[src/mem_pkg.sv]
// Byte-lane data memory package
// Geometry of the 256-byte memory, the access size codes shared by
// the write and read sides, and the byte count of each size

`default_nettype none

package mem_pkg;

    // Byte address into the whole memory
    localparam int MEM_ADDR_WIDTH = 8;

    // Four byte lanes per 32-bit row
    localparam int NUM_LANES = 4;
    localparam int LANE_BITS = 2;

    // Row index inside one bank
    localparam int ROW_ADDR_WIDTH = MEM_ADDR_WIDTH - LANE_BITS;

    localparam int DATA_WIDTH = 32;
    localparam int LANE_WIDTH = 8;

    // Access size, same codes as the core's load/store size field
    typedef enum logic [1:0] {
        SIZE_NONE = 2'd0,
        SIZE_BYTE = 2'd1,
        SIZE_HALF = 2'd2,
        SIZE_WORD = 2'd3
    } access_size_t;

    // Number of bytes touched by an access of the given size
    function automatic logic [LANE_BITS:0] size_bytes(input access_size_t size);
        logic [LANE_BITS:0] count;
        case (size)
            SIZE_BYTE: begin
                count = 3'd1;
            end
            SIZE_HALF: begin
                count = 3'd2;
            end
            SIZE_WORD: begin
                count = 3'd4;
            end
            default: begin
                count = 3'd0;
            end
        endcase
        return count;
    endfunction

endpackage

`default_nettype wire

[src/byte_bank.sv]
// One byte lane of the data memory
// 64 x 8 synchronous RAM with a write port and a registered read port.
// A write and a read of the same row in one cycle return the old byte.

`default_nettype none

module byte_bank (
    input  logic                                clk,
    input  logic                                i_we,
    input  logic                                i_re,
    input  logic [mem_pkg::ROW_ADDR_WIDTH-1:0] i_waddr,
    input  logic [mem_pkg::ROW_ADDR_WIDTH-1:0] i_raddr,
    input  logic [mem_pkg::LANE_WIDTH-1:0]     i_din,
    output logic [mem_pkg::LANE_WIDTH-1:0]     o_dout
);

    import mem_pkg::*;

    // Storage, one byte per row
    logic [LANE_WIDTH-1:0] mem [0:(1 << ROW_ADDR_WIDTH)-1];

    always_ff @(posedge clk) begin
        if (i_we) begin
            mem[i_waddr] <= i_din;
        end
    end

    // Read register holds its value while i_re is low
    always_ff @(posedge clk) begin
        if (i_re) begin
            o_dout <= mem[i_raddr];
        end
    end

    // A lane write must land on a known row
    a_waddr_known: assert property (
        @(posedge clk) i_we |-> !$isunknown(i_waddr)
    ) else $error("byte_bank write with unknown row address");

endmodule

`default_nettype wire

[src/byte_lane_memory.sv]
// Byte-addressed data memory, 256 bytes in four byte-wide banks
// Byte, halfword and word accesses at any address, with row wrap at the
// top. Writes land at the clock edge, reads return one cycle later.

`default_nettype none

module byte_lane_memory (
    input  logic                                clk,
    input  logic                                i_reset,
    input  logic                                i_wen,
    input  logic                                i_ren,
    input  mem_pkg::access_size_t               i_size,
    input  logic [mem_pkg::MEM_ADDR_WIDTH-1:0] i_waddr,
    input  logic [mem_pkg::MEM_ADDR_WIDTH-1:0] i_raddr,
    input  logic [mem_pkg::DATA_WIDTH-1:0]     i_din,
    output logic [mem_pkg::DATA_WIDTH-1:0]     o_dout
);

    import mem_pkg::*;

    logic [NUM_LANES-1:0]                      lane_we;
    logic [NUM_LANES-1:0][LANE_WIDTH-1:0]      lane_wdata;
    logic [NUM_LANES-1:0][ROW_ADDR_WIDTH-1:0]  lane_waddr;
    logic [NUM_LANES-1:0][ROW_ADDR_WIDTH-1:0]  lane_raddr;
    logic [NUM_LANES-1:0][LANE_WIDTH-1:0]      lane_dout;

    // Address and data steering onto the lanes
    lane_steer u_lane_steer (
        .i_wen        (i_wen),
        .i_size       (i_size),
        .i_waddr      (i_waddr),
        .i_raddr      (i_raddr),
        .i_din        (i_din),
        .o_lane_we    (lane_we),
        .o_lane_wdata (lane_wdata),
        .o_lane_waddr (lane_waddr),
        .o_lane_raddr (lane_raddr)
    );

    // One bank per byte lane
    for (genvar g = 0; g < NUM_LANES; g++) begin : g_bank
        byte_bank u_bank (
            .clk     (clk),
            .i_we    (lane_we[g]),
            .i_re    (i_ren),
            .i_waddr (lane_waddr[g]),
            .i_raddr (lane_raddr[g]),
            .i_din   (lane_wdata[g]),
            .o_dout  (lane_dout[g])
        );
    end

    // Put the read bytes back in order
    load_gather u_load_gather (
        .clk          (clk),
        .i_reset      (i_reset),
        .i_ren        (i_ren),
        .i_size       (i_size),
        .i_raddr_lane (i_raddr[LANE_BITS-1:0]),
        .i_lane_dout  (lane_dout),
        .o_dout       (o_dout)
    );

endmodule

`default_nettype wire

[src/lane_steer.sv]
// Lane steering for the byte-lane data memory
// Rotates the write bytes onto the lanes that hold them, raises one write
// enable per covered lane and works out the row each lane uses for the
// write and the read, moving low lanes to the next row on an unaligned access

`default_nettype none

module lane_steer (
    input  logic                                                     i_wen,
    input  mem_pkg::access_size_t                                    i_size,
    input  logic [mem_pkg::MEM_ADDR_WIDTH-1:0]                      i_waddr,
    input  logic [mem_pkg::MEM_ADDR_WIDTH-1:0]                      i_raddr,
    input  logic [mem_pkg::DATA_WIDTH-1:0]                          i_din,
    output logic [mem_pkg::NUM_LANES-1:0]                           o_lane_we,
    output logic [mem_pkg::NUM_LANES-1:0][mem_pkg::LANE_WIDTH-1:0]  o_lane_wdata,
    output logic [mem_pkg::NUM_LANES-1:0][mem_pkg::ROW_ADDR_WIDTH-1:0] o_lane_waddr,
    output logic [mem_pkg::NUM_LANES-1:0][mem_pkg::ROW_ADDR_WIDTH-1:0] o_lane_raddr
);

    import mem_pkg::*;

    // Split addresses into row and lane offset
    logic [LANE_BITS-1:0]      w_off;
    logic [LANE_BITS-1:0]      r_off;
    logic [ROW_ADDR_WIDTH-1:0] w_row;
    logic [ROW_ADDR_WIDTH-1:0] w_row_next;
    logic [ROW_ADDR_WIDTH-1:0] r_row;
    logic [ROW_ADDR_WIDTH-1:0] r_row_next;
    logic [LANE_BITS:0]        w_count;

    assign w_off = i_waddr[LANE_BITS-1:0];
    assign r_off = i_raddr[LANE_BITS-1:0];
    assign w_row = i_waddr[MEM_ADDR_WIDTH-1:LANE_BITS];
    assign r_row = i_raddr[MEM_ADDR_WIDTH-1:LANE_BITS];

    // Top row wraps to row 0
    assign w_row_next = w_row + 1'b1;
    assign r_row_next = r_row + 1'b1;

    assign w_count = size_bytes(i_size);

    // Byte k of the access sits in lane (offset + k) mod 4
    always_comb begin
        logic [LANE_BITS-1:0] lane;
        o_lane_we    = '0;
        o_lane_wdata = '0;
        for (int k = 0; k < NUM_LANES; k++) begin
            lane               = w_off + LANE_BITS'(k);
            o_lane_wdata[lane] = i_din[k*LANE_WIDTH +: LANE_WIDTH];
            if (i_wen && (k < w_count)) begin
                o_lane_we[lane] = 1'b1;
            end
        end

        // Lane count must match the size code, word being the odd one out
        a_lane_count: assert ($countones(o_lane_we) ==
                              (!i_wen ? 0 :
                               (i_size == SIZE_WORD) ? 4 : int'(i_size)))
            else $error("lane_steer enabled %0d lanes for size %s",
                        $countones(o_lane_we), i_size.name());
    end

    // Lanes below the offset belong to the next row
    always_comb begin
        for (int l = 0; l < NUM_LANES; l++) begin
            if (l < w_off) begin
                o_lane_waddr[l] = w_row_next;
            end else begin
                o_lane_waddr[l] = w_row;
            end

            // Read rows for every lane, size sorted out later
            if (l < r_off) begin
                o_lane_raddr[l] = r_row_next;
            end else begin
                o_lane_raddr[l] = r_row;
            end
        end
    end

endmodule

`default_nettype wire

[src/load_gather.sv]
// Read data gathering for the byte-lane data memory
// Registers the size and lane offset of each read alongside the bank read,
// then rotates the four bank bytes back into access order and zero-extends
// the result to a full word

`default_nettype none

module load_gather (
    input  logic                                                    clk,
    input  logic                                                    i_reset,
    input  logic                                                    i_ren,
    input  mem_pkg::access_size_t                                   i_size,
    input  logic [mem_pkg::LANE_BITS-1:0]                          i_raddr_lane,
    input  logic [mem_pkg::NUM_LANES-1:0][mem_pkg::LANE_WIDTH-1:0] i_lane_dout,
    output logic [mem_pkg::DATA_WIDTH-1:0]                         o_dout
);

    import mem_pkg::*;

    // Request that the banks are answering this cycle
    access_size_t         size_q;
    logic [LANE_BITS-1:0] off_q;
    logic [LANE_BITS:0]   count_q;

    // Idle edges read as SIZE_NONE so the output drops to zero
    always_ff @(posedge clk) begin
        if (i_reset) begin
            size_q <= SIZE_NONE;
        end else if (i_ren) begin
            size_q <= i_size;
        end else begin
            size_q <= SIZE_NONE;
        end
    end

    always_ff @(posedge clk) begin
        if (i_ren) begin
            off_q <= i_raddr_lane;
        end
    end

    assign count_q = size_bytes(size_q);

    // Byte k comes from lane (offset + k) mod 4
    always_comb begin
        logic [LANE_BITS-1:0] lane;
        o_dout = '0;
        for (int k = 0; k < NUM_LANES; k++) begin
            lane = off_q + LANE_BITS'(k);
            if (k < count_q) begin
                o_dout[k*LANE_WIDTH +: LANE_WIDTH] = i_lane_dout[lane];
            end
        end
    end

    // A byte load never leaks bank data into the upper bytes
    a_byte_zero_ext: assert property (
        @(posedge clk) disable iff (i_reset)
        (size_q == SIZE_BYTE) |-> (o_dout[DATA_WIDTH-1:LANE_WIDTH] == '0)
    ) else $error("load_gather byte read has nonzero upper bytes");

endmodule

`default_nettype wire

[config.mk]
export PLATFORM = sky130hd
export DESIGN_NAME = byte_lane_memory
export DESIGN_NICKNAME = d
export VERILOG_FILES = /design/src/mem_pkg.sv /design/src/byte_bank.sv /design/src/byte_lane_memory.sv /design/src/lane_steer.sv /design/src/load_gather.sv
export SDC_FILE = /design/constraint.sdc
export NUM_CORES = 2
export LEC_CHECK = 0
export BUFFER_PORTS_ARGS = -buffer_cell sky130_fd_sc_hd__buf_2
export CAP_MARGIN = 20
export CELL_PAD_IN_SITES_DETAIL_PLACEMENT = 1
export CELL_PAD_IN_SITES_GLOBAL_PLACEMENT = 1
export CORE_ASPECT_RATIO = 0.6
export CORE_MARGIN = 3
export CORE_UTILIZATION = 38
export CTS_CLUSTER_DIAMETER = 60
export DETAILED_ROUTE_END_ITERATION = 8
export GPL_ROUTABILITY_DRIVEN = 1
export GPL_TIMING_DRIVEN = 0
export HOLD_SLACK_MARGIN = 0.03
export PLACE_DENSITY = 0.66
export SETUP_SLACK_MARGIN = 0.02
export SLEW_MARGIN = 25
export SYNTH_ARGS = -nofsm -noshare
export SYNTH_HDL_FRONTEND = slang
export SYNTH_SLANG_ARGS = --single-unit
export TNS_END_PERCENT = 10
[constraint.sdc]
create_clock -name clk -period 2.4 [get_ports clk]
set_clock_uncertainty 0.05 [all_clocks]
set_input_delay 0.12 -clock clk [delete_from_list [all_inputs] [get_ports clk]]
set_output_delay 0.12 -clock clk [all_outputs]
set_load 0.01 [all_outputs]
==> impl_metrics.json <==
{
  "coreArea_sq_um": 227000,
  "yosysTopAreaCellShare": 0.714,
  "cts_tree": "yes",
  "dieArea_sq_um": 236000,
  "ys_seq_area_frac": 0.715,
  "worst_setup_path_start_kind": "input pin",
  "relSlewSlack": 0.269,
  "slew_violations": 0,
  "grt_antenna_before_repair": 41,
  "fin_area_sq_um": 102000,
  "path_clk_slew_ns": 0.07,
  "ys_seq_elements": 2084,
  "hold_path_class": "input pin to flop",
  "syn_avg_cell_area_sq_um": 16.6,
  "gp_congestion": 0.974,
  "power.total_uw": 82600,
  "cp_slowest_cell": "nor2_1",
  "port_buffers": 77,
  "grt.total_usage": 0.260,
  "wl_per_cell_um": 35.6,
  "period_minus_slack_ns": 2.95,
  "drv_cap": 0,
  "arrival_ns": 3.38,
  "die_y_um": 378,
  "powerDensity_nw_per_um2": 807,
  "period_share": 1.23,
  "synth_edf_count": 2082,
  "drt-initial-drc-count": 8210,
  "synthTopCellsByArea": "edfxtp_1 71%, mux4_2 8.3%, mux2i_1 5.0%",
  "n_fill_cell": 21900,
  "clockRootBuffer": "clkbuf_16",
  "grt-ovfl-total": 0,
  "drive_above_1_share": 0.248,
  "fin_nets": 5706,
  "vias_per_cell": 6.27,
  "crit_fanout": 9,
  "cp.required_ns": 2.82,
  "wl_mm": 315,
  "synth.distinct_cells": 87,
  "cts_buffer_depth": 4,
  "die_x_um": 626,
  "drc": 0,
  "tns_ns": -313.07,
  "tightestPinTransition_ns": 1.10,
  "drt_pass1_iterations": 6,
  "dpl_cell_area_sq_um": 92200,
  "worstPathCellList": "buf_2, ha_1, clkbuf_1, inv_1, nor3_1, a21oi_1, o22ai_1, nand2_1, nor2_1",
  "rows": 135,
  "grt_pass1_vias": 54200,
  "fmax_ghz": 0.339,
  "crit_path_end_kind": "flop",
  "grt_max_degree": 65,
  "areaGrowthSynthToFinish_pct": 17.0,
  "hold_ws_ns": 0.0933,
  "yosys_warnings": 0,
  "yosysTopAreaCell": "edfxtp_1",
  "fin_ws_ns": -0.554,
  "ir_drop_v": 0.000610,
  "ant_nets": 0,
  "crit_type": "input pin to flop",
  "finalHoldViolCount": 0,
  "cpPeakStageDelay_ns": 0.89,
  "clock_sinks": 2084,
  "violations": "setup timing",
  "ioPinCount": 86,
  "rsz0062_at_grt": "yes",
  "clk_latency_ns": 0.90,
  "grt_pass1_wl_mm": 433,
  "p_leak_uw": 0.0331,
  "synth_flop_cell": "edfxtp_1",
  "async_flop_share": 0,
  "synth_area_sq_um": 87500,
  "cts-buffers-inserted": 203,
  "vias": 55400,
  "start_util": 0.385,
  "setup_viol": 2262,
  "synth_fp_nets": 5321,
  "htreeDepth": 4,
  "dp_hpwl_mm": 215,
  "status": "finished with violations",
  "syn_inst": 5265
}
## flip-flops by register name (all words and copies together), names as in the netlist
signal                cells
g_bank.u_bank.o_dout     32
u_load_gather.off_q       2
u_load_gather.size_q      2
g_bank.u_bank.mem      2048
## timing repair
item / in CTS / in global routing
gates resized for setup: 666 / 130
pin swaps: 40 / 3
cloned: 4 / 2
setup buffers: 61 / 2
hold buffers: 28 / 0
hold endpoints to repair: 144 / 0
endpoints found under the setup margin: 2779 / 2938
## final timing paths
kind                               startpoint                          end  slack, ns  cells after the start
setup / recovery                   i_waddr[2]  g_bank[2].u_bank.mem[46][2]      -0.55                      9
hold / removal                       i_din[7]  g_bank[0].u_bank.mem[26][7]       0.09                      2
setup reg to reg  g_bank[0].u_bank.mem[26][3]   g_bank[0].u_bank.o_dout[3]      -0.22                      7
hold reg to reg   g_bank[0].u_bank.mem[55][7]   g_bank[0].u_bank.o_dout[7]       0.96                      5
## per-layer routing
layer,vias up,track usage,part of all wire
li1,21900,-,-
met5,-,0,0.00038
met3,533,0.0822,0.13
met4,16,0.0820,0.034
met2,3441,0.355,0.41
met1,29500,0.389,0.43
## critical path, delay by kind of cell
family	cells	cell delay, ns
buf+inv	3	0.72
compound gates	2	0.43
fa+ha+maj	1	0.29
simple gates	3	1.78
## cell usage in the layout, fill, tap and decap left out, types with 60 or more instances in the layout
cell       netlist  layout
a211oi_1        69      60
a21oi_1        138     126
a221oi_1        67      62
buf_2          137     106
buf_4           37     134
buf_6           17      70
clkbuf_1       115      87
clkbuf_16        0     207
edfxtp_1      2082    2082
mux2i_1        434     411
mux4_2         321     292
nand2_1        529     508
nand3_1        137     135
nor2_1         371     222
nor2_2           3      79
nor2_4           0      73
o21ai_0        101      95
o22ai_1         95      86
## cells by family after synthesis
group | after synthesis | share of synthesized area
mux | 805 | 0.139
buf+inv | 351 | 0.0207
xor+xnor | 35 | 0.00380
compound gates | 754 | 0.0602
fa+ha+maj | 3 | 0.000400
simple gates | 1233 | 0.0608
flops | 2084 | 0.715
## cells in the mapped netlist, types with 57 or more instances
master,instances
edfxtp_1,2082
nand2_1,529
mux2i_1,434
nor2_1,371
mux4_2,321
a21oi_1,138
buf_2,137
nand3_1,137
clkbuf_1,115
o21ai_0,101
o22ai_1,95
a211oi_1,69
a221oi_1,67
o221ai_1,57
## per-stage QoR
step                      worst slack (ns)  utilization  instances
final                               -0.554        0.450       8835
after global routing                -0.601        0.450       8832
after CTS                           -0.586        0.448       8815
after detailed placement             -2.42        0.406       8369
after global placement               -2.53        0.403       8356
after floorplan                     -0.121            -       5265
## cell type report
| cell class | count | area (sq um) | share of cell area |
|---|---|---|---|
| Antenna cell | 16 | 40.0 | 0.000391 |
| Buffer | 336 | 2660 | 0.0259 |
| Clock buffer | 245 | 5300 | 0.0518 |
| Clock inverter | 115 | 967 | 0.00945 |
| Inverter | 8 | 30.0 | 0.000293 |
| Multi-Input combinational cell | 2832 | 25300 | 0.247 |
| Sequential cell | 2084 | 62600 | 0.611 |
| Tap cell | 3014 | 3770 | 0.0368 |
| Timing Repair Buffer | 185 | 1780 | 0.0174 |
## power by group
group | total, uW | switching [uW] | internal [uW]
sequential | 41100 | 145 | 40900
clock | 31500 | 14500 | 17100
combinational | 9950 | 6860 | 3090
total | 82600 | 21500 | 61100
Note: power is estimated with default switching activity, not from simulation.
